[src/source/queue_mem_pkg.sv]
/* Queue memory geometry */

package queue_mem_pkg;

    ////////////////////////////////////////////////////////////
    // Geometry

    localparam int WORD_BYTES     = 8;
    localparam int WORDS_PER_PAGE = 4;
    localparam int NUM_PAGES      = 16;
    localparam int MEM_DEPTH      = WORDS_PER_PAGE * NUM_PAGES;

    ////////////////////////////////////////////////////////////
    // Word and keep types

    typedef logic [WORD_BYTES*8-1:0] word_t;
    typedef logic [WORD_BYTES-1:0]   keep_t;

    // Zero means a full word, otherwise the number of valid low bytes
    typedef logic [$clog2(WORD_BYTES)-1:0] keep_code_t;

    // Valid bytes of a word, 1 to 8
    typedef logic [$clog2(WORD_BYTES):0] byte_count_t;

    // Keep code with the last flag in the top bit
    typedef logic [$clog2(WORD_BYTES):0] ram_code_t;

    ////////////////////////////////////////////////////////////
    // Addressing

    typedef logic [$clog2(NUM_PAGES)-1:0]      page_ptr_t;
    typedef logic [$clog2(WORDS_PER_PAGE)-1:0] word_offset_t;

    // Page number above word offset
    typedef logic [$clog2(MEM_DEPTH)-1:0] mem_addr_t;

endpackage

[src/source/packet_word_ram.sv]
/* Packet word memory */

`timescale 1ns/100ps

module packet_word_ram
    import queue_mem_pkg::*;
(
    input  logic      packet_in,
    input  logic      wr_en,
    input  mem_addr_t wr_addr,
    input  word_t     wr_data,
    input  ram_code_t wr_code,
    input  logic      rd_en,
    input  mem_addr_t rd_addr,
    output word_t     rd_data,
    output ram_code_t rd_code
);

    word_t     data_mem [MEM_DEPTH];
    ram_code_t code_mem [MEM_DEPTH];

    // First read stage, the array output register
    word_t     data_q;
    ram_code_t code_q;

    always_ff @(posedge packet_in) begin
        if (wr_en) begin
            data_mem[wr_addr] <= wr_data;
            code_mem[wr_addr] <= wr_code;
        end
    end

    always_ff @(posedge packet_in) begin
        if (rd_en) begin
            data_q <= data_mem[rd_addr];
            code_q <= code_mem[rd_addr];
        end
        // Second stage
        rd_data <= data_q;
        rd_code <= code_q;
    end

endmodule

[config.mk]
export PLATFORM = sky130hd
export DESIGN_NAME = packet_word_ram
export DESIGN_NICKNAME = d
export VERILOG_FILES = /design/src/source/queue_mem_pkg.sv /design/src/source/packet_word_ram.sv
export SDC_FILE = /design/constraint.sdc
export NUM_CORES = 2
export LEC_CHECK = 0
export BUFFER_PORTS_ARGS = -buffer_cell sky130_fd_sc_hd__buf_2
export CAP_MARGIN = 15
export CORE_ASPECT_RATIO = 0.5
export CORE_MARGIN = 2
export CORE_UTILIZATION = 45
export DETAILED_ROUTE_END_ITERATION = 6
export REMOVE_ABC_BUFFERS = 1
export SKIP_CTS_REPAIR_TIMING = 1
export SYNTH_ARGS = -nofsm -noshare
export SYNTH_HDL_FRONTEND = slang
export SYNTH_MEMORY_MAX_BITS = 65536
export SYNTH_SLANG_ARGS = --single-unit
[constraint.sdc]
create_clock -name packet_in -period 5 [get_ports packet_in]
set_clock_uncertainty 0.05 [all_clocks]
set_input_delay 0 -clock packet_in [delete_from_list [all_inputs] [get_ports packet_in]]
set_output_delay 0 -clock packet_in [all_outputs]
set_load 0.005 [all_outputs]
# Word-level counts from Yosys, hierarchy flattened
# Memories as Yosys holds them, arrays and structs flattened. A register that Yosys moved wholly into a read port is not among the register bits.
# Cells that the tools add are included.
# Widths: inputs -> output; s select.
[classes]
n_mux = 2
[op_table]
columns = ["cell", "n"]
rows = [
  ["$mux 1", 2],
]
[totals]
register_bits = 68
mem_bits_rw = 4352
out_inout_bits = 68
elab_cells = 6
mem_count = 2
[mem_list]
columns = ["memory", "depth", "width", "rd", "rd_clocked_by_memory_dff", "wr", "line_no", "source"]
rows = [
  ["data_mem", 64, 64, 1, 1, 1, "packet_word_ram.sv:19", "word_t data_mem [MEM_DEPTH];"],
  ["code_mem", 64, 4, 1, 1, 1, "packet_word_ram.sv:20", "ram_code_t code_mem [MEM_DEPTH];"],
]

# Logic depth before layout (Yosys ltp)
[depth]
word_depth = 2
ltp_mapped = 9

# Least setup slack after synthesis
# Ideal clock, no wire load.
[synth_timing]
path_kind = "input port to flip-flop"
start = "input wr_addr[4]"
end = "memory code_mem[16][0] in the netlist's numbering, enable pin"
setup_time_ns = 0.495
arrival_time_ns = 3.675
t_required_ns = 4.455
setup_slack_ns = 0.781
stages = 4
path_buffers = 2
cell_sequence = "clkbuf_1 -> or3b_2 -> clkbuf_1 -> nor2_1"
[synth_rtl]
columns = ["element", "line_no", "source"]
rows = [
  ["from (decl)", "packet_word_ram.sv:10", "input mem_addr_t wr_addr,"],
  ["to (decl)", "packet_word_ram.sv:20", ""],
]
# No word-level cell before the write port.

==> run_results.csv <==
group,metric,value,unit
status,status,"complete, but fails checks",
status,violations,"DRC",
placed_design,routabilityCongestion,0.777,
clock_tree,cts_tree,"yes",
timing,fin_tns_setup,0,ns
drt,vias,81400,
cells_and_area,utilization,0.513,
setup_path,crit_slowest_cell,"nor2_4",
drt,met1_length,194000,um
placed_design,dpl_cell_area,176000,um^2
drt,vias_per_cell,6.36,
drt,drt_pass1_iterations,7,
timing,rsz0062_at_grt,"false",
clock_tree,cts_root_buffer,"clkbuf_16",
timing,timing.fmax,419,MHz
floorplanning,io_pins,151,
grt,grt.overflow.total,0,
setup_path,timing.critical_path.from,"rd_addr[4]",
drt,antenna_left,0,
clock_tree,clkLatencyLatePin,0.94,ns
synthesis,synth-main-ff-cell,"edfxtp_1",
synthesis,yosysSeqAreaShare,0.799,
setup_path,r2r_slack,2.98,ns
floorplanning,die_w,867,um
synthesis,ys_warn_count,0,
cells_and_area,layout_commonest_cell,"edfxtp_1",
setup_path,critPathCapture,"data_q[8]$_DFFE_PP_",
placed_design,dp_hpwl,243000,um
clock_tree,clock-sinks,4488,
grt,grt_max_degree,98,
drt,wl_met2,213000,um
synthesis,syn_avg_cell_area,24.1,um^2
clock_tree,cts.clk_slew.worst_paths,0.07,ns
drt,drc_errors,1,
timing,worst_slew_margin_rel,0.140,
setup_path,worstRegToRegCells,4,
run,cap_violations,0,
clock_tree,numCtsBuffers,402,
synthesis,ys_async_sr_fraction,0,
setup_path,crit_family,"buffers and inverters",
power_and_ir_drop,power.density,402,nW/um^2
synthesis,synth-edff-count,4420,
timing,finalHoldViolCount,0,
timing,period_share,0.477,
setup_path,endpoint_kind,"flop",
grt,grtUsageTotal,0.242,
clock_tree,htree_num_levels,5,
floorplanning,core_region_area,371000,um^2
setup_path,criticalPathCategory,"in -> reg",
drt,dr.max_layer_used,"met5",
timing,hold-worst-slack,0.0490,ns
setup_path,crit_buf_inv,3,
drt,drt_iter0_markers,12100,
setup_path,crit_path_frequent_cell,"buf_4",
setup_path,worstReg2RegEnd,"data_q[20]$_DFFE_PP_",
power_and_ir_drop,p_leak,58.9,nW
drt,drt-total-wl,464000,um
timing,fin_crit,2.38,ns
synthesis,syn-cell-area,168000,um^2
synthesis,ys_ff_latch,4488,
setup_path,cp.depth,6,
floorplanning,initial_core_util,0.452,
synthesis,synth_top_area_frac,0.791,
synthesis,yosysUniqueCellTypes,28,
floorplanning,rows,158,
setup_path,worstPathCellList,"dlygate4sd3_1 -> buf_4 -> nor2_4 -> buf_4 -> nand3_1 -> o211a_1",
setup_path,crit_path_max_fanout,25,
cells_and_area,syn_to_final_growth,13.4,%
worst_hold_path,holdCritPathClass,"in -> reg",
setup_path,max_stage_delay,0.90,ns
setup_path,cp_data_required_time,5.63,ns
worst_hold_path,holdPathStages,2,
drt,wire_per_inst,36.2,um
grt,antenna_found_initial,19,
synthesis,synth_top_cell_by_area,"edfxtp_1",
timing,drv_slew,0,
setup_path,reg2reg_from,"data_mem[19][20]$_DFFE_PP_",
cells_and_area,layout.nets,7577,
synthesis,synth.top_cells.by_area,"edfxtp_1, mux4_2, a22oi_1",
setup_path,start_kind,"primary input",
cells_and_area,stdcell_area,190000,um^2
timing,finalSetupViolations,0,
cells_and_area,drive_gt1_frac,0.280,
drt,wl_met3,45000,um
timing,worst-slew-pin-transition,1.29,ns
floorplanning,die_area,378000,um^2
clock_tree,clockBufferDepth,4,
grt,first_global_vias,79600,
synthesis,synthCells,6970,
grt,grt_pass1_wl,641000,um
floorplanning,die-height,436,um
placed_design,io_buffers,150,
cells_and_area,layout_common_cells,"edfxtp_1, mux4_2, clkbuf_16, a22oi_1, buf_4",
setup_path,cp.arrival,3.01,ns
power_and_ir_drop,ir_worst_vdd,305,uV
==> layer usage <==
layer  vias to the layer above  GRT usage
met2                      4351      0.368
met3                       637     0.0395
met1                     45100      0.371
met4                         4     0.0576
met5                         -          0
li1                      31300          -
==> worst reg2reg max path, stage by stage (launching register included) <==
cell	delay (ns)
edfxtp_1	0.37
mux4_2	0.49
a22oi_1	0.35
nand3_1	0.27
o211a_1	0.26
==> logic make-up after synthesis <==
family,synth area share
AND/OR/NAND/NOR,0.00866
flip-flops,0.799
buffers and inverters,0.0125
multiplexers,0.152
AO/OA/AOI/OAI,0.0269
==> stage by stage <==
| step | instances | power [mW] | setup WS (ns) |
|---|---|---|---|
| after floorplan | 6575 | 44.1 | -0.371 |
| after global placement | 12000 | 46.0 | 1.86 |
| after detailed placement | 12000 | 46.1 | 1.87 |
| after CTS | 12700 | 76.9 | 2.87 |
| after global routing | 12800 | 78.6 | 2.67 |
| final | 12800 | 76.5 | 2.62 |
==> where the power goes <==
part / internal [mW] / total (mW) / switching [mW]
registers: 41.7 / 41.8 / 0.136
logic: 1.31 / 3.46 / 2.15
clock network: 17.5 / 31.2 / 13.7
total: 60.5 / 76.5 / 16.0
==> worst min path at each step <==
| stage | slack, ns | endpoint | from |
|---|---|---|---|
| 3_5_place_dp | 0.28 | rd_data[48]$_DFF_P_ | data_q[48]$_DFFE_PP_ |
| 6_report | 0.05 | data_mem[55][25]$_DFFE_PP_ | wr_data[25] |
| 3_3_place_gp | 0.28 | rd_data[14]$_DFF_P_ | data_q[14]$_DFFE_PP_ |
| 2_1_floorplan | 0.05 | code_mem[0][0]$_DFFE_PP_ | wr_code[0] |
| 4_1_cts | -0.38 | data_q[24]$_DFFE_PP_ | rd_en |
| 5_1_grt | 0.004 | data_q[15]$_DFFE_PP_ | rd_addr[2] |
==> sequential cells by signal (all words and copies together), names as in the netlist <==
signal	count
data_mem	4096
code_mem	256
code_q	4
rd_code	4
rd_data	64
data_q	64
==> synthesized netlist by cell type, types with 67 or more instances <==
library cell and instances:
buf_2 161, mux4_2 1088, edfxtp_1 4420, nor2_1 117, o211a_1 68, mux2i_1 107
a211oi_1 67, dfxtp_1 68, o22ai_1 135, clkbuf_1 119, nand3_1 122, a22oi_1 272
==> layout make-up <==
| class | instances | area (um^2) |
|---|---|---|
| antenna | 6 | 15.0 |
| clock buffer | 530 | 11100 |
| clock inverter | 209 | 2020 |
| fill | 28700 | 181000 |
| multi-input combinational | 2087 | 32100 |
| sequential | 4488 | 134000 |
| tap | 4960 | 6210 |
| timing repair buffer | 515 | 4760 |
(Power assumes the default switching activity.)
