===== src/source/queue_mem_pkg.sv =====
/* Queue memory geometry */

package queue_mem_pkg;

    ////////////////////////////////////////////////////////////
    // Geometry

    localparam int WORD_BYTES     = 8;
    localparam int WORDS_PER_PAGE = 4;
    localparam int NUM_PAGES      = 16;
    localparam int MEM_DEPTH      = WORDS_PER_PAGE * NUM_PAGES;

    ////////////////////////////////////////////////////////////
    // Word and keep types

    typedef logic [WORD_BYTES*8-1:0] word_t;
    typedef logic [WORD_BYTES-1:0]   keep_t;

    // Zero means a full word, otherwise the number of valid low bytes
    typedef logic [$clog2(WORD_BYTES)-1:0] keep_code_t;

    // Valid bytes of a word, 1 to 8
    typedef logic [$clog2(WORD_BYTES):0] byte_count_t;

    // Keep code with the last flag in the top bit
    typedef logic [$clog2(WORD_BYTES):0] ram_code_t;

    ////////////////////////////////////////////////////////////
    // Addressing

    typedef logic [$clog2(NUM_PAGES)-1:0]      page_ptr_t;
    typedef logic [$clog2(WORDS_PER_PAGE)-1:0] word_offset_t;

    // Page number above word offset
    typedef logic [$clog2(MEM_DEPTH)-1:0] mem_addr_t;

endpackage


===== src/source/queue_ctrl_pkg.sv =====
/* Queue control types */

package queue_ctrl_pkg;

    import queue_mem_pkg::*;

    localparam int NUM_QUEUES = 4;

    typedef logic [$clog2(NUM_QUEUES)-1:0] queue_id_t;

    // Words held by one queue, up to the whole memory
    typedef logic [$clog2(MEM_DEPTH+1)-1:0] word_count_t;

    // Free pages, 0 to NUM_PAGES
    typedef logic [$clog2(NUM_PAGES+1)-1:0] page_count_t;

    // Last winner of the table arbiter
    typedef enum logic {
        owner_enq,
        owner_deq
    } arb_owner_t;

    // Start of packet tracking in the writer
    typedef enum logic {
        pkt_idle,
        pkt_body
    } pkt_state_t;

endpackage


===== src/source/enqueue_writer.sv =====
/* Enqueue stream writer */

`timescale 1ns/100ps

module enqueue_writer
    import queue_mem_pkg::*, queue_ctrl_pkg::*;
(
    input  logic      packet_in,
    input  logic      arst_n,
    input  logic      in_valid,
    output logic      in_ready,
    input  word_t     in_data,
    input  keep_t     in_keep,
    input  logic      in_last,
    input  queue_id_t in_queue,
    output logic      enq_req,
    output queue_id_t enq_queue,
    input  logic      enq_gnt,
    input  mem_addr_t enq_addr,
    output logic      wr_en,
    output mem_addr_t wr_addr,
    output word_t     wr_data,
    output ram_code_t wr_code
);

    pkt_state_t pkt_state;
    queue_id_t  pkt_queue;
    logic       accept;

    // Position of the lowest clear byte above byte 0, zero when full
    function automatic keep_code_t encode_keep(input keep_t keep);
        keep_code_t code;
        code = '0;
        for (int i = WORD_BYTES - 1; i >= 1; i--) begin
            if (!keep[i]) begin
                code = keep_code_t'(i);
            end
        end
        return code;
    endfunction

    ////////////////////////////////////////////////////////////
    // Table request

    // Queue comes from the stream only on the first word
    assign enq_queue = (pkt_state == pkt_idle) ? in_queue : pkt_queue;
    assign enq_req   = in_valid;
    assign in_ready  = enq_gnt;
    assign accept    = in_valid && enq_gnt;

    ////////////////////////////////////////////////////////////
    // Word memory write

    assign wr_en   = accept;
    assign wr_addr = enq_addr;
    assign wr_data = in_data;
    assign wr_code = {in_last, encode_keep(in_keep)};

    always_ff @(posedge packet_in or negedge arst_n) begin
        if (!arst_n) begin
            pkt_state <= pkt_idle;
            pkt_queue <= '0;
        end else if (accept) begin
            if (pkt_state == pkt_idle) begin
                pkt_queue <= in_queue;
            end
            pkt_state <= in_last ? pkt_idle : pkt_body;
        end
    end

endmodule


===== config.mk =====
export PLATFORM = sky130hd
export DESIGN_NAME = enqueue_writer
export DESIGN_NICKNAME = d
export VERILOG_FILES = /design/src/source/queue_mem_pkg.sv /design/src/source/queue_ctrl_pkg.sv /design/src/source/enqueue_writer.sv
export SDC_FILE = /design/constraint.sdc
export NUM_CORES = 1
export LEC_CHECK = 0
export ABC_AREA = 1
export BUFFER_PORTS_ARGS = -buffer_cell sky130_fd_sc_hd__buf_4
export CAP_MARGIN = 20
export CORE_MARGIN = 8
export CORE_UTILIZATION = 25
export DETAILED_ROUTE_END_ITERATION = 6
export MAX_ROUTING_LAYER = met4
export PLACE_DENSITY = 0.95
export REMOVE_ABC_BUFFERS = 1
export SKIP_CTS_REPAIR_TIMING = 1
export SLEW_MARGIN = 20
export SYNTH_ARGS = -nofsm -noshare
export SYNTH_HDL_FRONTEND = slang
export SYNTH_SLANG_ARGS = --single-unit

===== constraint.sdc =====
create_clock -name packet_in -period 2 [get_ports packet_in]
set_input_delay 0 -clock packet_in [delete_from_list [all_inputs] [get_ports packet_in]]
set_output_delay 0 -clock packet_in [all_outputs]
set_load 0.03 [all_outputs]

== Yosys cells after proc, flatten, opt, wreduce, memory -nomap -nowiden ==
Index checks and enable logic that the tools add are counted.

* Mux-type cells: 9
* Reduce and logical (&&, ||, !) cells: 1

{| class="wikitable"
|+ Operator list
! cell !! count
|-
| 3-bit two-way mux || 7
|-
| 2-bit two-way mux || 1
|-
| 1-bit logical AND || 1
|-
| 1-bit two-way mux || 1
|}

* Flip-flop bits (word level): 3
* Input port bits: 85
* Output and inout bits: 79

== Longest topological paths before layout ==
* Depth in word-level cells: 7
* Gate-level depth with buffers: 7

== Worst setup path before layout ==
OpenSTA, ideal clock, no wires.

* Path type: register -> register
* Start point: register pkt_state
* End point: register pkt_queue[0]
* Arrival time: 1.114 ns
* Data required time: 1.916 ns
* Path slack: 0.802 ns
* Cell stages (with the launch flop): 4
* Period minus slack after synthesis: 1.198 ns
* Path through: dfrtp_1 -> a21oi_1 -> nand2_1 -> o21ai_0

* Longest elaborated chain between the ends: 1

{| class="wikitable"
|+ RTL lines
! element !! line !! RTL
|-
| start, declared || enqueue_writer.sv:26 || <nowiki>pkt_state_t pkt_state;</nowiki>
|-
| start signal, assigned || enqueue_writer.sv:61 || <nowiki>pkt_state <= pkt_idle;</nowiki>
|-
| start signal, assigned || enqueue_writer.sv:67 || <nowiki>pkt_state <= in_last ? pkt_idle : pkt_body;</nowiki>
|-
| 2-bit two-way mux || -- ||
|-
| net enq_queue[0] || enqueue_writer.sv:17 || <nowiki>output queue_id_t enq_queue,</nowiki>
|-
| end signal, assigned || enqueue_writer.sv:65 || <nowiki>pkt_queue <= in_queue;</nowiki>
|-
| end, declared || enqueue_writer.sv:27 || <nowiki>queue_id_t pkt_queue;</nowiki>
|}

The timed path passes the listed nets, and every way through them passes these cells.
A chain may end at the register's enable or synchronous reset.

== Final worst setup path ==
* Start point: register pkt_state
* End point: output enq_queue[0]

* Longest elaborated chain between the ends: 1

{| class="wikitable"
|+ RTL lines
! element !! line
|-
| 2-bit two-way mux || --
|-
| end, declared || enqueue_writer.sv:17
|}

Every way passes these cells.

==> results.sh <==
export IMPL_outcome="complete, no violations"
export IMPL_skew_ps=2.19
export IMPL_internal_power_w=0.000194
export IMPL_syn2layout_area_growth_pct=-40.1
export IMPL_grt_usage_pct=25.4
export IMPL_syn_area_per_cell_um2=7.07
export IMPL_htree_levels=1
export IMPL_pwr_share_seq_pct=25.8
export IMPL_critPathMaxFanout=5
export IMPL_insertion_delay_ps=240
export IMPL_hold_viol=0
export IMPL_slew_headroom_pct=87.2
export IMPL_worstPathRequired_ps=2000
export IMPL_layout_common_cells="22 x buf_4, 13 x nand2_1, 5 x inv_1"
export IMPL_drv_slew=0
export IMPL_cts_root_buffer="clkbuf_4"
export IMPL_pwr_share_clk_pct=37.1
export IMPL_p_sw_share_pct=34.7
export IMPL_path_cells="a21oi_1 > buf_4"
export IMPL_dpl_hpwl_um=6360
export IMPL_p_sw_w=0.000103
export IMPL_start_util_pct=26.7
export IMPL_wl_per_cell_um=71.5
export IMPL_setup_violations=0
export IMPL_path_class="reg2out"
export IMPL_min_period_ps=1060
export IMPL_finalWirelength_um=6500
export IMPL_post_route_period_util_pct=52.9
export IMPL_place_congestion=1.08
export IMPL_yosys_area_top_type="buf_4"
export IMPL_synthCells=105
export IMPL_tightestPinTransition_ps=190
export IMPL_grt_pass1_vias=467
export IMPL_cp_end_kind="output pin"
export IMPL_drc_errors=0
export IMPL_setup_tns_final_ps=0
export IMPL_r2r_start="pkt_state"
export IMPL_critPathMaxStageDelay_ps=410
export IMPL_ys_seq_area_share_pct=10.1
export IMPL_synthTopCellsByArea="buf_4 74%, dfrtp_1 10%, nand2_1 6.6%, inv_1 2.5%, o21ai_0 2.0%"
export IMPL_min_from="enq_addr[0]"
export IMPL_cp_startpoint="pkt_state"
export IMPL_rows=19
export IMPL_die_area_um2=4970
export IMPL_die_h_um=70.5
export IMPL_drt_pass1_iter_count=2
export IMPL_synth_top_area_share_pct=73.9
export IMPL_crit_path_top_delay_cell="dfrtp_1"
export IMPL_worstPathArrival_ps=1060
export IMPL_finalNetCount=146
export IMPL_rsz0062_at_grt="no"
export IMPL_drive_above_1_share_pct=41.7
export IMPL_clkTransAtPathRegs_ps=40
export IMPL_synthDistinctLibCells=9
export IMPL_cts_made_buffers=3
export IMPL_hold_class="in2out"
export IMPL_layout_commonest_cell="buf_4"
export IMPL_syn_cell_area_um2=742
export IMPL_cts_buffer_depth=2
export IMPL_antenna_found_initial=0
export IMPL_dieWidth_um=70.5
export IMPL_grt_pass1_wl_um=7590
export IMPL_ys_warn_count=0
export IMPL_pin_count=164
export IMPL_maxCapViolations=0
export IMPL_core_um2=2780
export IMPL_start_kind="flip-flop"
export IMPL_grt_max_degree=6
export IMPL_avgViaCountPerCell=5.02
export IMPL_vias=457
export IMPL_ys_ff_latch=3
export IMPL_fmax_mhz=946
export IMPL_cts_tree="done"
export IMPL_p_comb_share_pct=37.0
export IMPL_leakage_nw=0.240
export IMPL_powerDensity_nw_per_um2=667
export IMPL_post_route_util_pct=16.0
export IMPL_drt_iter0_drc=14
export IMPL_port_buffers=22
export IMPL_final_antenna_net_count=0
export IMPL_vdd_drop_max_mv=0.362
export IMPL_gr_total_overflow=0
export IMPL_num_antenna_cells=0
export IMPL_cp_buffers_inverters=1
export IMPL_clock_sinks=3
export IMPL_critPathTopFamily="flip-flops"
[area by class of cell]
type	count	area [um^2]
multi-input cells	24	100
repair buffers	24	185
inverters	5	18.8
flip-flops and latches	3	75.1
fillers	303	2340
well taps	31	38.8
clock buffers	4	26.3
[state kept, by name, indices dropped and copies added, names as in the netlist]
name,cells
pkt_queue,2
pkt_state,1
[cells in the mapped netlist]
master   instances
a21oi_1          2
a31oi_1          1
buf_4           73
dfrtp_1          3
inv_1            5
nand2_1         13
nor2_1           4
nor3_1           1
o21ai_0          3
[stage by stage]
step           setup WS (ps)  hold WS (ps)  area (um^2)  total power, W  cells
2_1_floorplan            802          -296          194        0.000125     32
3_3_place_gp            1190          -209          398        0.000182     85
3_5_place_dp            1130          -206          398        0.000186     85
4_1_cts                  927          -461          424        0.000300     89
5_1_grt                  879         0.402          444        0.000316     91
6_report                 943         0.467          444        0.000296     91
[worst register-to-register path: stages, from the launching register on]
cell and delay, ps:
dfrtp_1 400, nor2_1 70, a21oi_1 160, nand2_1 60
o21ai_0 90
[path summary, 6_finish.rpt]
path / depth (start not counted) / slack, ps / end
setup / recovery: 2 / 940 / enq_queue[0]
hold / removal: 0 / 0.5 / wr_addr[0]
setup reg to reg: 4 / 1130 / pkt_queue[1]
hold reg to reg: 2 / 540 / pkt_queue[0]
max in group asynchronous: 2 / 1810 / pkt_queue[1]
min in group asynchronous: 2 / 90 / pkt_queue[0]
[layer usage]
layer	GRT usage [%]	share of wire, %	routed length [um]
met1	4.18	6.8	445
met2	48.9	57	3710
met3	42.8	35	2270
met4	4.91	1.1	74
met5	-	0	0
[cell families (layout without fill, tap and decap cells)]
group | Yosys count | count (layout) | synth area share, %
compound gates | 6 | 6 | 4.22
buf+inv | 78 | 33 | 76.4
flops | 3 | 3 | 10.1
simple gates | 18 | 18 | 9.27
[power groups by stage]
stage | clock, W | combinational (W) | sequential (W)
floorplan | 0 | 0.0000493 | 0.0000754
global placement | 0 | 0.000106 | 0.0000763
detailed placement | 0 | 0.000108 | 0.0000774
CTS | 0.000115 | 0.000108 | 0.0000767
global route | 0.000119 | 0.000120 | 0.0000777
finish | 0.000110 | 0.000110 | 0.0000765
Note: power is estimated with default switching activity, not from simulation.
