### src/source/queue_mem_pkg.sv
/* Queue memory geometry */

package queue_mem_pkg;

    ////////////////////////////////////////////////////////////
    // Geometry

    localparam int WORD_BYTES     = 8;
    localparam int WORDS_PER_PAGE = 4;
    localparam int NUM_PAGES      = 16;
    localparam int MEM_DEPTH      = WORDS_PER_PAGE * NUM_PAGES;

    ////////////////////////////////////////////////////////////
    // Word and keep types

    typedef logic [WORD_BYTES*8-1:0] word_t;
    typedef logic [WORD_BYTES-1:0]   keep_t;

    // Zero means a full word, otherwise the number of valid low bytes
    typedef logic [$clog2(WORD_BYTES)-1:0] keep_code_t;

    // Valid bytes of a word, 1 to 8
    typedef logic [$clog2(WORD_BYTES):0] byte_count_t;

    // Keep code with the last flag in the top bit
    typedef logic [$clog2(WORD_BYTES):0] ram_code_t;

    ////////////////////////////////////////////////////////////
    // Addressing

    typedef logic [$clog2(NUM_PAGES)-1:0]      page_ptr_t;
    typedef logic [$clog2(WORDS_PER_PAGE)-1:0] word_offset_t;

    // Page number above word offset
    typedef logic [$clog2(MEM_DEPTH)-1:0] mem_addr_t;

endpackage

### src/source/queue_ctrl_pkg.sv
/* Queue control types */

package queue_ctrl_pkg;

    import queue_mem_pkg::*;

    localparam int NUM_QUEUES = 4;

    typedef logic [$clog2(NUM_QUEUES)-1:0] queue_id_t;

    // Words held by one queue, up to the whole memory
    typedef logic [$clog2(MEM_DEPTH+1)-1:0] word_count_t;

    // Free pages, 0 to NUM_PAGES
    typedef logic [$clog2(NUM_PAGES+1)-1:0] page_count_t;

    // Last winner of the table arbiter
    typedef enum logic {
        owner_enq,
        owner_deq
    } arb_owner_t;

    // Start of packet tracking in the writer
    typedef enum logic {
        pkt_idle,
        pkt_body
    } pkt_state_t;

endpackage

### src/source/page_allocator.sv
/* Free page bitmap allocator */

`timescale 1ns/100ps

module page_allocator
    import queue_mem_pkg::*, queue_ctrl_pkg::*;
(
    input  logic        packet_in,
    input  logic        arst_n,
    input  logic        alloc_take,
    output logic        alloc_avail,
    output page_ptr_t   alloc_page,
    input  logic        free_valid,
    input  page_ptr_t   free_page,
    output page_count_t free_pages
);

    // One bit per page, set while the page is free
    logic [NUM_PAGES-1:0] free_map;
    logic [NUM_PAGES-1:0] free_map_next;

    assign alloc_avail = |free_map;

    // Lowest free page wins
    always_comb begin
        alloc_page = '0;
        for (int i = NUM_PAGES - 1; i >= 0; i--) begin
            if (free_map[i]) begin
                alloc_page = page_ptr_t'(i);
            end
        end
    end

    always_comb begin
        free_map_next = free_map;
        if (alloc_take) begin
            free_map_next[alloc_page] = 1'b0;
        end
        if (free_valid) begin
            free_map_next[free_page] = 1'b1;
        end
    end

    always_ff @(posedge packet_in or negedge arst_n) begin
        if (!arst_n) begin
            free_map   <= '1;
            free_pages <= page_count_t'(NUM_PAGES);
        end else begin
            free_map   <= free_map_next;
            // Take and free can land in the same cycle
            free_pages <= free_pages + page_count_t'(free_valid) - page_count_t'(alloc_take);
        end
    end

endmodule

### config.mk
export PLATFORM = sky130hd
export DESIGN_NAME = page_allocator
export DESIGN_NICKNAME = d
export VERILOG_FILES = /design/src/source/queue_mem_pkg.sv /design/src/source/queue_ctrl_pkg.sv /design/src/source/page_allocator.sv
export SDC_FILE = /design/constraint.sdc
export NUM_CORES = 1
export LEC_CHECK = 0
export BUFFER_PORTS_ARGS = -buffer_cell sky130_fd_sc_hd__buf_2
export CAP_MARGIN = 20
export CORE_AREA = 2 2 53 75
export CTS_CLUSTER_DIAMETER = 30
export DETAILED_ROUTE_END_ITERATION = 7
export DIE_AREA = 0 0 55 77
export HOLD_SLACK_MARGIN = 0.15
export PLACE_DENSITY = 0.67
export SYNTH_ARGS = -nofsm -noshare
export SYNTH_HDL_FRONTEND = slang
export SYNTH_SLANG_ARGS = --single-unit
### constraint.sdc
create_clock -name packet_in -period 3.4 [get_ports packet_in]
set_clock_uncertainty 0.1 [all_clocks]
set_input_delay 0.17 -clock packet_in [delete_from_list [all_inputs] [get_ports packet_in]]
set_output_delay 0.17 -clock packet_in [all_outputs]
set_load 0.005 [all_outputs]
# Word-level counts from Yosys, hierarchy flattened
# Index checks and enable logic that the tools add are counted.
# word_totals
ram_bits	0
input_bits	8
latchBits	0
regBits	21
n_memories	0
rom_bits	0
# classes
n_mul	0
shift	0
order_cmp	4
reduce_logical	3
add_sub_neg	2
muxes	22
div_mod_pow	0
n_eq_ne	0
bitwise	3
# op_table
operator	n
4-bit 2-to-1 mux	16
16-bit 2-to-1 mux	2
16-bit bitwise AND	1
16-bit inverter	1
16-bit bitwise OR	1
16-bit OR reduction	1
4-bit by 5-bit less-than comparator with 1-bit output, second input constant	2
1-bit demux with 4-bit select	2
4-bit by 1-bit >= comparator with 1-bit output, second input constant	2
5-bit by 1-bit adder with 5-bit output	1
5-bit by 1-bit subtractor with 5-bit output	1
1-bit logical AND	2
1-bit 2-to-1 mux	2

# Depth between registers and ports, before layout
# logic_depth
depth_word	25
depth_mapped	10
mapped_depth_nobuf	10

# Worst setup path after synthesis
# Ideal clock, no wire load.
# synth_path
path_kind	flip-flop to flip-flop
start	register free_map[11]
end	register free_map[5]
path_buffers	0
setup_ns	0.082
path_stages_with_launch	6
arrival_ns	1.609
slack_ns	1.609
t_required_ns	3.218
path_cell_list	dfstp_2 inv_1 a221oi_2 o311ai_4 a21o_2 o31a_1
# synth_via
elab_chain_cells	21
elab_cells_between_ends	22
cone_classes	2 x order compare; 16 x mux; 3 x bitwise; 1 x reduce/logical
# synth_lines
element	line	source
start, declared	page_allocator.sv:19	logic [NUM_PAGES-1:0] free_map;
start signal, assigned	page_allocator.sv:49	free_map <= free_map_next;
4-bit 2-to-1 mux * (12 in series)	page_allocator.sv:28	if (free_map[i]) begin
4-bit by 5-bit less-than comparator with 1-bit output (not written as such) or 4-bit by 1-bit >= comparator with 1-bit output (tied branches)	page_allocator.sv:37	free_map_next[alloc_page] = 1'b0;
1-bit logical AND (not written as such)	page_allocator.sv:37	
1-bit 2-to-1 mux (not written as such)	page_allocator.sv:37	
1-bit demux with 4-bit select *	page_allocator.sv:37	
16-bit inverter (no source line) *	-	
16-bit bitwise AND (no source line) *	-	
16-bit 2-to-1 mux *	page_allocator.sv:36	if (alloc_take) begin
16-bit bitwise OR (no source line)	-	
16-bit 2-to-1 mux *	page_allocator.sv:39	if (free_valid) begin
named net free_map_next[5]	page_allocator.sv:20	logic [NUM_PAGES-1:0] free_map_next;
# Mark *: on every way through the listed nets, which the timed path passes. The rest lies on a longest branch.

# Worst setup path in the final report
# layout_path
start	register free_map[11]
end	output port alloc_page[0]
# layout_via
elab_chain_cells	12
# layout_lines
element	line	source
4-bit 2-to-1 mux (12 in series)	page_allocator.sv:28	
end, declared	page_allocator.sv:12	output page_ptr_t alloc_page,
# No other way between the ends.

==> results by stage <==
Synthesis:
- The top cell type's share of synthesized area is 0.327.
- The number of synthesized register bits is 21.
- In the synthesized netlist the async set-or-reset flop fraction comes to 1.00.
- Averaged over all synthesized cells, the footprint is about 9.5 µm².
- Summed over all instances, the cell type with the most area after synthesis is sky130_fd_sc_hd__dfstp_2.
- The most used flip-flop cell after synthesis is sky130_fd_sc_hd__dfstp_2.
- The post-synth net total is 158.
- The number of distinct library cells after synthesis is 45.
- Synthesis produced 144 cells.
- Yosys printed 0 warnings.
- Of the synthesized area, sequential elements account for 0.400.
- The cell area that synthesis handed to floorplanning was 1370 µm².
- Yosys mapped a number of flops with a built-in enable equal to 0.
- After synthesis, the cell types taking the most area are sky130_fd_sc_hd__dfstp_2 33%, sky130_fd_sc_hd__dfrtp_1 7.3%, sky130_fd_sc_hd__nor2_1 5.8%, sky130_fd_sc_hd__ha_1 4.6%, sky130_fd_sc_hd__inv_1 4.1%.

Setup path:
- The required time reported for the critical path endpoint is between 3000 and 4000 ps.
- STA classifies the critical path startpoint as a flip-flop.
- For the worst flop-to-flop path, the logic depth is 5.
- The maximum fanout along the worst path is 5.
- The worst setup path is of the flip-flop to output pin kind.
- The worst setup path is captured at an output pin.
- The critical path data arrival time is about 1900 ps.

Power:
- The clock share of power is 0.118.
- Internal power comes to approximately 0.81 mW.
- The net load switching power is approximately 0.57 mW.
- In this run the static leakage power is 0.663 nW.
- IR analysis of the VDD net gives a maximum drop of 0.532 mV.
- Of the total power, the share spent switching nets is 0.416.
- The share of total power dissipated in sequential elements is 0.354.
- Of the total power, combinational logic draws 0.529.
- The total power per unit cell area is around 870 nW/µm².

Floorplan:
- The die span in x is between 50 and 60 µm.
- The floorplan step set the die height to a little under 80 µm.
- The overall die area is around 4200 µm².
- The floorplan has 26 rows.
- The region available for standard cell placement spans 3580 µm².
- For this configuration, the core starts out at a cell density of 0.382.
- The number of placed I/O pins is 18.

STA:
- In the finished design, the share of the clock period the worst path needs comes to 0.642.
- Headroom to the max-slew limit came out at 0.610.
- The worst path setup slack after routing is 1220 ps.
- Setup violations remaining at the end of the flow were counted as 0.
- The shortest clock period the worst path allows after layout is around 2200 ps.
- The max-slew violation count is 0.
- The final hold violation count came to 0.
- The worst-margin pin slew is a little under 600 ps.
- For the final routed database, the setup TNS stands at 0 ps.
- Setup repair after global routing left no endpoint under its margin.
- The maximum frequency from static timing analysis is between 0.4 and 0.5 GHz.
- Hold is met by 189 ps.

Status:
- The run finished with clean final reports.

Routing:
- The number of search-and-repair iterations in the first detailed-routing pass is 4.
- In the final routed layout, each cell accounts on average for approximately 15 µm.
- The total length of routed met2 wires is roughly 1.6 mm.
- The post-detailed-route DRC marker count is 0.
- For this block, the initial DRC count from the detailed router was 36.
- In the routed layout, each cell is associated on average with a via count of about 5.6.
- The total routed wire length on the met1 layer is 1.26 mm.
- The uppermost layer routed is met4.
- The via total after detailed routing is 1186.
- Wires add up to 3.13 mm.
- The met3 layer wire length in the routed design is 176 µm.
- The remaining antenna violation count is 0.

GRT:
- The first global-routing pass estimated about 5.4 mm of wire.
- For this run, the total global-route usage over all layers was measured as 0.171.
- Entering global routing, the biggest net connects 22 pins.
- The number of antenna violations at the first check in global routing came to 0.
- The via count of the first global-routing pass came to around 1200.
- The residual overflow from global routing is 0.

Run:
- The total of max-cap violations is 0.

Placed design:
- The placed instances occupy a cell area of 1490 µm².
- Routability-driven placement finished with a final weighted congestion of 0.870.
- The wire-length estimate of the detail-placed layout is around 2.4 mm.
- In this run the tool buffered the top-level ports with 17 buffer cells.
- Before CTS, the worst setup slack after placement is between 1000 and 1500 ps.

Layout:
- In the layout the commonest cells are 21 x sky130_fd_sc_hd__nor2_1, 17 x sky130_fd_sc_hd__dfstp_2, 17 x sky130_fd_sc_hd__buf_2.
- The final-stage net count is 184.
- 0 antenna diodes ended up in the layout.
- The most common cell after layout, fill and taps aside is sky130_fd_sc_hd__nor2_1.
- From synthesis to final layout, the design area changed by 16.6%.
- Once layout is done, the placed cells without fillers occupy around 1600 µm².
- The share of final-layout standard cells stronger than drive strength 1 is 0.302.

Clocking:
- The number of clock sinks is 21.
- The CTS tree is done.
- The total number of H-tree levels is 1.
- The clock root buffer is sky130_fd_sc_hd__clkbuf_8.
- Clock latency on the worst-skew pair, taken at its later pin, is 260 ps.
- The post-cts resize count is 0.
- The maximum count of clock buffers along a single path is 2.
- The register clock-pin slew on the reported worst setup and hold paths is 70 ps.
- After clock tree synthesis, the flow added hold-fix buffers numbering 6.
- Post-CTS timing repair inserted 0 buffers for setup.
- The number of clock buffers added by TritonCTS is 3.

Min path:
- The path class of the lowest-slack min-delay path is input port to flip-flop.
- The count of cells along the worst hold path is 3.
[registers in the layout, indices dropped and copies added (netlist names)]
name	flops
free_pages	5
free_map	16
[cell usage after synthesis (2+ instances only)]
cell type / number
sky130_fd_sc_hd__dfstp_2: 17
sky130_fd_sc_hd__o2bb2ai_1: 5
sky130_fd_sc_hd__nand2_1: 5
sky130_fd_sc_hd__dfrtp_1: 4
sky130_fd_sc_hd__nand2b_1: 3
sky130_fd_sc_hd__xnor2_1: 4
sky130_fd_sc_hd__nor2_1: 21
sky130_fd_sc_hd__a21o_1: 4
sky130_fd_sc_hd__nand3_1: 4
sky130_fd_sc_hd__nor3_1: 3
sky130_fd_sc_hd__nand3b_1: 2
sky130_fd_sc_hd__and3_1: 2
sky130_fd_sc_hd__o21ai_1: 3
sky130_fd_sc_hd__a21oi_1: 9
sky130_fd_sc_hd__inv_1: 15
sky130_fd_sc_hd__o21ai_0: 9
sky130_fd_sc_hd__ha_1: 5
sky130_fd_sc_hd__a21o_2: 2
[critical path: stages (launching register included)]
cell	delay (ps)
sky130_fd_sc_hd__dfstp_2	570
sky130_fd_sc_hd__inv_1	70
sky130_fd_sc_hd__a221oi_2	400
sky130_fd_sc_hd__o311ai_4	160
sky130_fd_sc_hd__a21o_2	280
sky130_fd_sc_hd__inv_2	70
sky130_fd_sc_hd__buf_2	100
[per-stage QoR]
step           power [mW]  std cells  utilization
6_report             1.38        211        0.445
5_1_grt              1.51        211        0.445
4_1_cts              1.40        211        0.445
3_5_place_dp         1.22        201        0.416
3_3_place_gp         1.20        201        0.416
2_1_floorplan        1.04        144            -
[logic make-up (layout without fill, tap and decap cells)]
| group | after synthesis | after routing | share of synthesized area |
|---|---|---|---|
| flip-flops | 21 | 21 | 0.400 |
| AO/OA/AOI/OAI | 43 | 43 | 0.243 |
| XOR/XNOR | 4 | 4 | 0.0256 |
| AND/OR/NAND/NOR | 52 | 52 | 0.215 |
| adder cells (fa/ha/maj) | 6 | 6 | 0.0604 |
| buffers and inverters | 18 | 43 | 0.0558 |
[cell type report]
type	count	area [µm²]
Timing Repair Buffer	23	145
Tap cell	42	52.6
Clock buffer	4	45.0
Multi-Input combinational cell	105	744
Sequential cell	21	547
Fill cell	363	1980
Inverter	16	60.1
[final timing paths]
kind | startpoint | end | slack [ps]
min in group asynchronous | arst_n | free_pages[3] | 300
max in group asynchronous | arst_n | free_map[5] | 2550
worst min register to register | free_map[15] | free_map[15] | 410
worst min-delay path | free_page[3] | free_map[13] | 190
worst max register to register | free_map[11] | free_map[5] | 1480
worst max-delay path | free_map[11] | alloc_page[0] | 1220
[power by group through the flow]
stage / sequential [mW] / combinational, mW / clock (mW)
after floorplan: 0.465 / 0.575 / 0
after global placement: 0.484 / 0.713 / 0
after detailed placement: 0.490 / 0.731 / 0
after CTS: 0.487 / 0.741 / 0.168
after global routing: 0.502 / 0.830 / 0.175
final: 0.489 / 0.731 / 0.163
[per-layer routing]
metal  track usage  up-vias
met2         0.279       48
met3        0.0117        9
met4        0.0683        0
li1              -      556
met1         0.229      573
met5             0        -
(Power assumes the default switching activity.)
