$ cat config.mk
export PLATFORM = sky130hd
export DESIGN_NAME = dequeue_reader
export DESIGN_NICKNAME = d
export VERILOG_FILES = /design/src/source/queue_mem_pkg.sv /design/src/source/queue_ctrl_pkg.sv /design/src/source/dequeue_reader.sv
export SDC_FILE = /design/constraint.sdc
export NUM_CORES = 1
export LEC_CHECK = 0
export BUFFER_PORTS_ARGS = -buffer_cell sky130_fd_sc_hd__buf_2
export CAP_MARGIN = 20
export CORE_MARGIN = 3
export CORE_UTILIZATION = 38
export DETAILED_ROUTE_END_ITERATION = 10
export PLACE_DENSITY = 0.86
export SYNTH_ARGS = -nofsm -noshare
export SYNTH_HDL_FRONTEND = slang
export SYNTH_SLANG_ARGS = --single-unit
export TNS_END_PERCENT = 50
$ cat constraint.sdc
create_clock -name packet_in -period 0.8 [get_ports packet_in]
set_input_delay 0.08 -clock packet_in [delete_from_list [all_inputs] [get_ports packet_in]]
set_output_delay 0.08 -clock packet_in [all_outputs]
set_load 0.005 [all_outputs]
$ cat src/source/queue_mem_pkg.sv
/* Queue memory geometry */

package queue_mem_pkg;

    ////////////////////////////////////////////////////////////
    // Geometry

    localparam int WORD_BYTES     = 8;
    localparam int WORDS_PER_PAGE = 4;
    localparam int NUM_PAGES      = 16;
    localparam int MEM_DEPTH      = WORDS_PER_PAGE * NUM_PAGES;

    ////////////////////////////////////////////////////////////
    // Word and keep types

    typedef logic [WORD_BYTES*8-1:0] word_t;
    typedef logic [WORD_BYTES-1:0]   keep_t;

    // Zero means a full word, otherwise the number of valid low bytes
    typedef logic [$clog2(WORD_BYTES)-1:0] keep_code_t;

    // Valid bytes of a word, 1 to 8
    typedef logic [$clog2(WORD_BYTES):0] byte_count_t;

    // Keep code with the last flag in the top bit
    typedef logic [$clog2(WORD_BYTES):0] ram_code_t;

    ////////////////////////////////////////////////////////////
    // Addressing

    typedef logic [$clog2(NUM_PAGES)-1:0]      page_ptr_t;
    typedef logic [$clog2(WORDS_PER_PAGE)-1:0] word_offset_t;

    // Page number above word offset
    typedef logic [$clog2(MEM_DEPTH)-1:0] mem_addr_t;

endpackage

$ cat src/source/queue_ctrl_pkg.sv
/* Queue control types */

package queue_ctrl_pkg;

    import queue_mem_pkg::*;

    localparam int NUM_QUEUES = 4;

    typedef logic [$clog2(NUM_QUEUES)-1:0] queue_id_t;

    // Words held by one queue, up to the whole memory
    typedef logic [$clog2(MEM_DEPTH+1)-1:0] word_count_t;

    // Free pages, 0 to NUM_PAGES
    typedef logic [$clog2(NUM_PAGES+1)-1:0] page_count_t;

    // Last winner of the table arbiter
    typedef enum logic {
        owner_enq,
        owner_deq
    } arb_owner_t;

    // Start of packet tracking in the writer
    typedef enum logic {
        pkt_idle,
        pkt_body
    } pkt_state_t;

endpackage

$ cat src/source/dequeue_reader.sv
/* Dequeue request reader */

`timescale 1ns/100ps

module dequeue_reader
    import queue_mem_pkg::*, queue_ctrl_pkg::*;
(
    input  logic        packet_in,
    input  logic        arst_n,
    input  logic        deq_valid,
    output logic        deq_ready,
    input  queue_id_t   deq_queue,
    output logic        deq_req,
    output queue_id_t   deq_req_queue,
    input  logic        deq_gnt,
    input  mem_addr_t   deq_addr,
    input  logic        deq_empty,
    output logic        rd_en,
    output mem_addr_t   rd_addr,
    input  word_t       rd_data,
    input  ram_code_t   rd_code,
    output logic        out_valid,
    output word_t       out_data,
    output keep_t       out_keep,
    output logic        out_last,
    output byte_count_t out_bytes,
    output queue_id_t   out_queue
);

    logic [1:0] vld_pipe;
    queue_id_t  q_pipe [2];
    keep_code_t rd_keep_code;

    function automatic keep_t decode_keep(input keep_code_t code);
        keep_t keep;
        keep = '1;
        if (code != '0) begin
            for (int i = 0; i < WORD_BYTES; i++) begin
                keep[i] = (i < code);
            end
        end
        return keep;
    endfunction

    ////////////////////////////////////////////////////////////
    // Request path

    assign deq_req       = deq_valid;
    assign deq_req_queue = deq_queue;
    assign deq_ready     = deq_gnt;

    // Empty queue requests are taken but never read
    assign rd_en   = deq_gnt && !deq_empty;
    assign rd_addr = deq_addr;

    assign rd_keep_code = rd_code[$bits(keep_code_t)-1:0];

    ////////////////////////////////////////////////////////////
    // Pipeline aligned with the two RAM read stages

    always_ff @(posedge packet_in or negedge arst_n) begin
        if (!arst_n) begin
            vld_pipe  <= '0;
            out_valid <= 1'b0;
        end else begin
            vld_pipe  <= {vld_pipe[0], rd_en};
            out_valid <= vld_pipe[1];
        end
    end

    // Output word and side band, registered
    always_ff @(posedge packet_in) begin
        q_pipe[0] <= deq_queue;
        q_pipe[1] <= q_pipe[0];
        out_queue <= q_pipe[1];
        out_data  <= rd_data;
        out_keep  <= decode_keep(rd_keep_code);
        out_last  <= rd_code[$bits(ram_code_t)-1];
        out_bytes <= (rd_keep_code == '0) ? byte_count_t'(WORD_BYTES)
                                          : byte_count_t'(rd_keep_code);
    end

endmodule

* Yosys cells after proc, flatten, opt, wreduce, memory -nomap -nowiden
Memories as Yosys holds them, arrays and structs flattened. A register that Yosys moved wholly into a read port is not among the register bits.
Index checks and enable logic that the tools add are counted.
Widths: inputs -> output; s select.
** Storage, ports and cells
- RAM bits :: 4
- Output and inout bits :: 91
- Memories kept :: 1
- Bits in registers :: 80
- Logic and storage cells :: 22
** Cells by class
- $lt $le $gt $ge :: 7
- Reduce and logical (&&, ||, !) cells :: 4
- Muxes and demuxes :: 2
** Memory list
- q_pipe :: words 2, width 2, read ports 2, clocked after Yosys merged registers in 1, write ports 2, RTL line dequeue_reader.sv:31 : queue_id_t q_pipe [2];
** Operator list (number)
- $lt 3x3->1 const A :: 3
- $mux 8 :: 1
- $lt 1x3->1 const A :: 2
- $lt 2x3->1 const A :: 2
- $mux 4 :: 1
- $logic_not 3->1 :: 1
- $reduce_bool 3->1 :: 1
- $logic_and 1x1->1 :: 1
- $logic_not 1->1 :: 1

* Longest topological paths before layout
Gate-level depths: netlist of run 1.
- Word-level depth :: 2
- Gate-level depth with buffers :: 3
- Gate-level depth less buffers :: 2

* Worst setup path before layout of run 1
OpenSTA, ideal clock, no wires.
- Path kind :: input port to flip-flop
- Start point :: input port rd_code[1]
- End point :: register out_keep[4]
- Arrival time :: 613 ps
- Path buffers :: 1
- Slack :: 128 ps
- Stages :: 3
- Required time :: 742 ps
- Cell sequence :: buf_6 or3_4 nand2_1
** Between the ends
- Word-level cells in the longest chain between the ends :: 1
** RTL lines
- start, declared :: RTL line dequeue_reader.sv:21 : input ram_code_t rd_code,
- $lt 3x3->1 / $reduce_bool 3->1 (equally long branches) :: RTL line dequeue_reader.sv:39, dequeue_reader.sv:37
- end signal, assigned :: RTL line dequeue_reader.sv:77 : out_keep <= decode_keep(rd_keep_code);
- end, declared :: RTL line dequeue_reader.sv:24 : output keep_t out_keep,
Several ways; a longest one is shown, not always the timed one.
A chain may end at the register's enable or synchronous reset.

* Worst setup path after layout of run 1
- Start point :: register out_valid
- End point :: output port out_valid
** RTL lines
- start, declared :: RTL line dequeue_reader.sv:22 : output logic out_valid,
- start signal, assigned :: RTL line dequeue_reader.sv:67 : out_valid <= vld_pipe[1];
No word-level cell between the ends.

==> results of run 1 <==
## final timing paths
check	end	cells after the start	slack (ns)
setup / recovery	out_valid	1	-0.14
hold / removal	out_keep[2]$_SDFF_PN1_	3	0.03
setup reg to reg	out_valid$_DFF_PN0_	0	0.31
hold reg to reg	q_pipe[1][1]$_DFF_P_	0	0.34
max in group asynchronous	out_valid$_DFF_PN0_	2	0.63
min in group asynchronous	vld_pipe[0]$_DFF_PN0_	2	0.07
## synth_stat cells
master,instances,area (µm²)
dfxtp_1,82,1640
buf_4,11,82.6
nand2_1,5,18.8
clkbuf_1,3,11.3
dfrtp_1,3,75.1
buf_6,1,11.3
conb_1,1,3.75
inv_1,1,3.75
nand2b_1,1,6.26
nand3_1,1,5.00
nor2_1,1,3.75
nor2b_1,1,6.26
o21ai_0,1,5.00
o21bai_1,1,7.51
or3_4,1,11.3
xor2_1,1,8.76
## cell usage in the layout, fill, tap and decap left out, types with 3 or more instances in the layout
master         count
buf_2            137
buf_6             20
clkbuf_8           9
dfrtp_1            3
dfxtp_1           49
dfxtp_2           33
dlygate4sd3_1     72
nand2_1            5
## layout make-up
type                            instances  area, µm²
Sequential cell                        85       1760
Timing Repair Buffer                  231       1650
Fill cell                             288       1040
Clock buffer                           10        128
Tap cell                               67       83.8
Multi-Input combinational cell         14       76.3
Clock inverter                          6       46.3
Inverter                                1       3.75
Antenna cell                            1       2.50
## power by group
| group | internal, mW | switching [mW] |
|---|---|---|
| clock network | 1.15 | 1.50 |
| logic | 0.578 | 0.271 |
| registers | 4.48 | 0.0753 |
| total | 6.21 | 1.84 |
## logic make-up after synthesis
| logic type | count (synthesis) | share of synthesized area, % |
|---|---|---|
| flip-flops | 85 | 90.3 |
| XOR/XNOR | 1 | 0.461 |
| buffers and inverters | 16 | 5.72 |
| other | 1 | 0.197 |
| AND/OR/NAND/NOR | 10 | 2.70 |
| AO/OA/AOI/OAI | 2 | 0.658 |
## sequential cells by signal, indices dropped and copies added (netlist names)
signal and cells:
out_bytes 3, out_data 64, out_keep 8, out_last 1, out_queue 2, out_valid 1, q_pipe 4, vld_pipe 2
## metrics by stage
step	instances	total power [mW]	setup TNS, ns	utilization (%)
6_report	415	8.05	-3.19	78.2
5_1_grt	414	8.36	-5.97	78.2
4_1_cts	414	7.99	-4.19	75.2
3_5_place_dp	326	5.10	0	56.0
3_3_place_gp	326	5.08	0	56.0
2_1_floorplan	115	4.73	0	-
## what timing repair did
| item | CTS | global route |
|---|---|---|
| gates resized for setup | 8 | 45 |
| hold endpoints to repair | 76 | 0 |
| setup endpoints to repair | 80 | 80 |
| hold buffers | 72 | 0 |
## layer usage
layer	GRT usage, %	wire length, µm	vias up	part of all wire [%]
met3	5.28	442	13	6.9
met1	20.6	2200	790	34
li1	-	-	796	-
met4	10.5	112	0	1.7
met5	0	0	-	0
met2	40.3	3690	95	57
==> flow_summary_export.csv, run 1 <==
group,metric,value,unit
logic_synthesis,syn_area,0.00190,mm²
grt,grt_usage,21.0,%
place,place_congestion,0.654,
route,ant_nets,0,
timing,whs,0.0311,ns
clock_network,clk_latency,0.33,ns
pwr,power.density,2150,mW/mm²
timing,finalMaxSlewViolations,0,
clock_network,post_cts_buffers,0,
die,initial_core_util,39.7,%
clock_network,cts-buffers-inserted,9,
grt,grt_max_degree,17,
worst_setup_path,endpoint_kind,"output pin",
grt,grt_overflow_total,0,
final_layout,drive_above_1_share,59.9,%
route,num_vias,1694,
die,fp.dieW,76.7,µm
timing,clock.fmax,1070,MHz
die,core,0.00479,mm²
grt,antenna_found_initial,0,
worst_hold_path,hp-class,"input port to register",
flow_run,cap_viol_max_count,0,
route,dr.pass1.iters,4,
die,die_h,76.7,µm
place,dpl-instance-area,0.00268,mm²
timing,layout_worst_path_cycle_share,117,%
route,wire_per_inst,15.5,µm
worst_setup_path,path_buf_inv,1,
clock_network,clock-sinks,85,
route,viasPerCell,4.08,
logic_synthesis,ys.warnings.count,0,
timing,post-route-min-period,0.936,ns
pwr,leakage,1.84,nW
grt,grt_first_pass_wirelength,9490,µm
die,pin_count,172,
route,wl,6440,µm
worst_setup_path,cp_slowest_stage_delay,0.38,ns
grt,grt_pass1_vias,1894,
worst_setup_path,cp_data_required_time,0.72,ns
clock_network,path_clk_slew,0.10,ns
place,dpl.hpwl,3510,µm
timing,hold_viol_final,0,
timing,fin_ws,-0.136,ns
clock_network,cts_tree,"yes",
timing,skew,0.000617,ns
worst_hold_path,hp-start,"rd_code[0]",
pwr,ir_drop,1840,µV
outcome,status,"complete, but fails checks",
worst_setup_path,criticalPathCategory,"register to output pin",
final_layout,nNetsFinal,423,
worst_setup_path,r2r_start,"vld_pipe[1]$_DFF_PN0_",
worst_setup_path,crit_slowest_cell,"dfrtp_1",
logic_synthesis,synth_cells,115,
place,portBuffers,157,
logic_synthesis,synthDistinctLibCells,16,
place,preCtsSetupSlack,0.0771,ns
die,num_rows,25,
worst_setup_path,cp_max_fo,1,
worst_setup_path,critPathLaunch,"out_valid$_DFF_PN0_",
worst_setup_path,start_kind,"register",
timing,finalSetupViolCount,80,
outcome,violations,"negative setup slack",
worst_setup_path,cp_cell_sequence,"buf_2",
clock_network,cts.htree.levels,3,
logic_synthesis,syn_nets,196,
die,die_area,0.00589,mm²
logic_synthesis,yosys_register_bits,85,
clock_network,cts_buffer_depth,2,
final_layout,fin_area,0.00374,mm²
logic_synthesis,syn_avg_cell_area,16.5,µm²
route,drtIter0Drc,45,
logic_synthesis,yosysSeqAreaShare,90.3,%
worst_setup_path,cp_top_family,"flip-flops",
route,drcViolationCount,0,
final_layout,areaGrowthSynthToFinish,96.9,%
timing,rsz0062_at_grt,"true",
worst_setup_path,arrival,0.86,ns
clock_network,clock-root-buffer,"clkbuf_8",
Note: power is estimated with default switching activity, not from simulation.
==> inputs of run 2 (changes only) <==
--- a/config.mk
+++ b/config.mk
@@ -10,7 +10,7 @@
 export CORE_MARGIN = 3
 export CORE_UTILIZATION = 38
 export DETAILED_ROUTE_END_ITERATION = 10
-export PLACE_DENSITY = 0.86
+export PLACE_DENSITY_LB_ADDON = 0.12
 export SYNTH_ARGS = -nofsm -noshare
 export SYNTH_HDL_FRONTEND = slang
 export SYNTH_SLANG_ARGS = --single-unit
==> flow_summary_export.csv, run 2 (synthesized netlist as in run 1, its figures left out) <==
group,metric,value,unit
final_layout,reg_top3,"out_data x64, out_keep x8, q_pipe x4",
grt,grt_pass1_vias,1810,
route,wire_per_inst,14.6,µm
clock_network,clock-root-buffer,"clkbuf_8",
timing,final.setup.tns,-2.62,ns
worst_hold_path,hold_end,"out_keep[2]$_SDFF_PN1_",
grt,grt_overflow_total,0,
worst_hold_path,hp-class,"input port to register",
pwr,leakage,1.86,nW
grt,grt_usage,20.4,%
final_layout,fillerInstances,299,
route,num_vias,1655,
pwr,power.density,2300,mW/mm²
worst_hold_path,hp-start,"rd_code[0]",
die,num_rows,25,
final_layout,final_common_cell,"buf_2",
final_layout,seq_area,0.00175,mm²
timing,skew,0.00290,ns
final_layout,drive_above_1_share,58.4,%
final_layout,regMostFlops,"out_data",
timing,layout_worst_path_cycle_share,112,%
final_layout,final_cell_mix,"buf_2 (135), dlygate4sd3_1 (72), dfxtp_1 (53)",
die,core,0.00479,mm²
worst_setup_path,cp_data_required_time,0.72,ns
route,drtIter0Drc,27,
clock_network,path_clk_slew,0.08,ns
final_layout,areaGrowthSynthToFinish,99.5,%
place,dpl.cell_count,325,
flow_run,cap_viol_max_count,0,
grt,grt_first_pass_wirelength,9250,µm
final_layout,nNetsFinal,422,
final_layout,final-instance-count-excl-fill,413,
die,die_h,76.7,µm
grt,grt_max_degree,14,
clock_network,cts.htree.levels,3,
outcome,violations,"negative setup slack",
outcome,status,"complete, but fails checks",
worst_setup_path,cp_top_family,"flip-flops",
worst_setup_path,ff2ff_path_depth,0,
clock_network,clk_latency,0.33,ns
timing,whs,0.0343,ns
timing,hold_viol_final,0,
final_layout,multi_input_area,76.3,µm²
timing,rsz0062_at_grt,"true",
final_layout,largest_register_ffs,64,
timing,finalSetupViolCount,80,
worst_setup_path,worstReg2RegEnd,"out_valid$_DFF_PN0_",
clock_network,cts_buffer_depth,2,
route,dr.pass1.iters,4,
worst_setup_path,cp_slowest_stage_delay,0.37,ns
pwr,ir_drop,1810,µV
route,drcViolationCount,0,
clock_network,cts-buffers-inserted,9,
worst_setup_path,ff2ff_setup_slack,0.32,ns
final_layout,antenna_cells,0,
worst_setup_path,start_kind,"register",
timing,fin_ws,-0.0940,ns
worst_setup_path,cp_max_fo,1,
timing,post-route-min-period,0.894,ns
place,dpl.hpwl,3100,µm
worst_setup_path,cp_cell_sequence,"buf_2",
die,fp.dieW,76.7,µm
timing,clock.fmax,1120,MHz
clock_network,cts_tree,"yes",
pwr,power,8.72,mW
place,place_congestion,0.666,
worst_hold_path,hold_depth,3,
worst_setup_path,r2r_start,"vld_pipe[1]$_DFF_PN0_",
worst_setup_path,endpoint_kind,"output pin",
clock_network,clock-sinks,85,
die,initial_core_util,39.7,%
timing,finalMaxSlewViolations,0,
die,pin_count,172,
place,portBuffers,157,
worst_setup_path,criticalPathCategory,"register to output pin",
route,viasPerCell,4.01,
route,ant_nets,0,
grt,antenna_found_initial,0,
route,wl,6050,µm
worst_setup_path,arrival,0.81,ns
worst_setup_path,path_buf_inv,1,
die,die_area,0.00589,mm²
worst_setup_path,crit_slowest_cell,"dfrtp_1",
## run 2: metrics by stage
| stage | setup WS [ns] | util [%] | cell area (µm²) |
|---|---|---|---|
| after global routing | -0.135 | 79.3 | 3790 |
| after detailed placement | 0.0537 | 55.9 | 2670 |
| final | -0.0940 | 79.3 | 3790 |
| after global placement | 0.0649 | 55.9 | 2670 |
| after CTS | -0.114 | 75.7 | 3620 |
| after floorplan | 0.128 | - | 1900 |
## run 2: how the worst max path moves through the flow
| stage | start | endpoint | slack (ns) | cells after the start |
|---|---|---|---|---|
| global route | out_valid$_DFF_PN0_ | out_valid | -0.13 | 1 |
| floorplan | rd_code[1] | out_keep[4]$_SDFF_PN1_ | 0.13 | 3 |
| finish | out_valid$_DFF_PN0_ | out_valid | -0.09 | 1 |
| CTS | out_valid$_DFF_PN0_ | out_valid | -0.11 | 1 |
| global placement | rd_code[1] | out_keep[4]$_SDFF_PN1_ | 0.06 | 3 |
| detailed placement | rd_code[1] | out_keep[6]$_SDFF_PN1_ | 0.05 | 3 |
## run 2: layout make-up
class / count / area share, %
clock buffer: 13 / 4.19
clock inverter: 3 / 1.78
inverter: 1 / 0.0989
multi-input combinational: 14 / 2.01
sequential: 85 / 46.2
tap: 67 / 2.21
timing repair buffer: 230 / 43.5
## run 2: per-layer routing
| metal | track usage, % | part of all wire, % | vias to the layer above |
|---|---|---|---|
| met3 | 6.81 | 9.1 | 19 |
| li1 | - | - | 789 |
| met1 | 20.6 | 33 | 744 |
| met4 | 9.78 | 2.4 | 0 |
| met2 | 37.5 | 55 | 103 |
| met5 | 0 | 0 | - |
## run 2: report_power, final
| group | total (mW) | internal [mW] | switching (mW) |
|---|---|---|---|
| registers | 4.55 | 4.48 | 0.0710 |
| clock network | 3.33 | 1.93 | 1.39 |
| logic | 0.840 | 0.579 | 0.261 |
## run 2: what timing repair did
| action | CTS | global route |
|---|---|---|
| endpoints found under the hold margin | 76 | 0 |
| setup buffers | 0 | 0 |
| resized for setup | 2 | 49 |
| setup endpoints to repair | 80 | 80 |
| hold buffers | 72 | 0 |
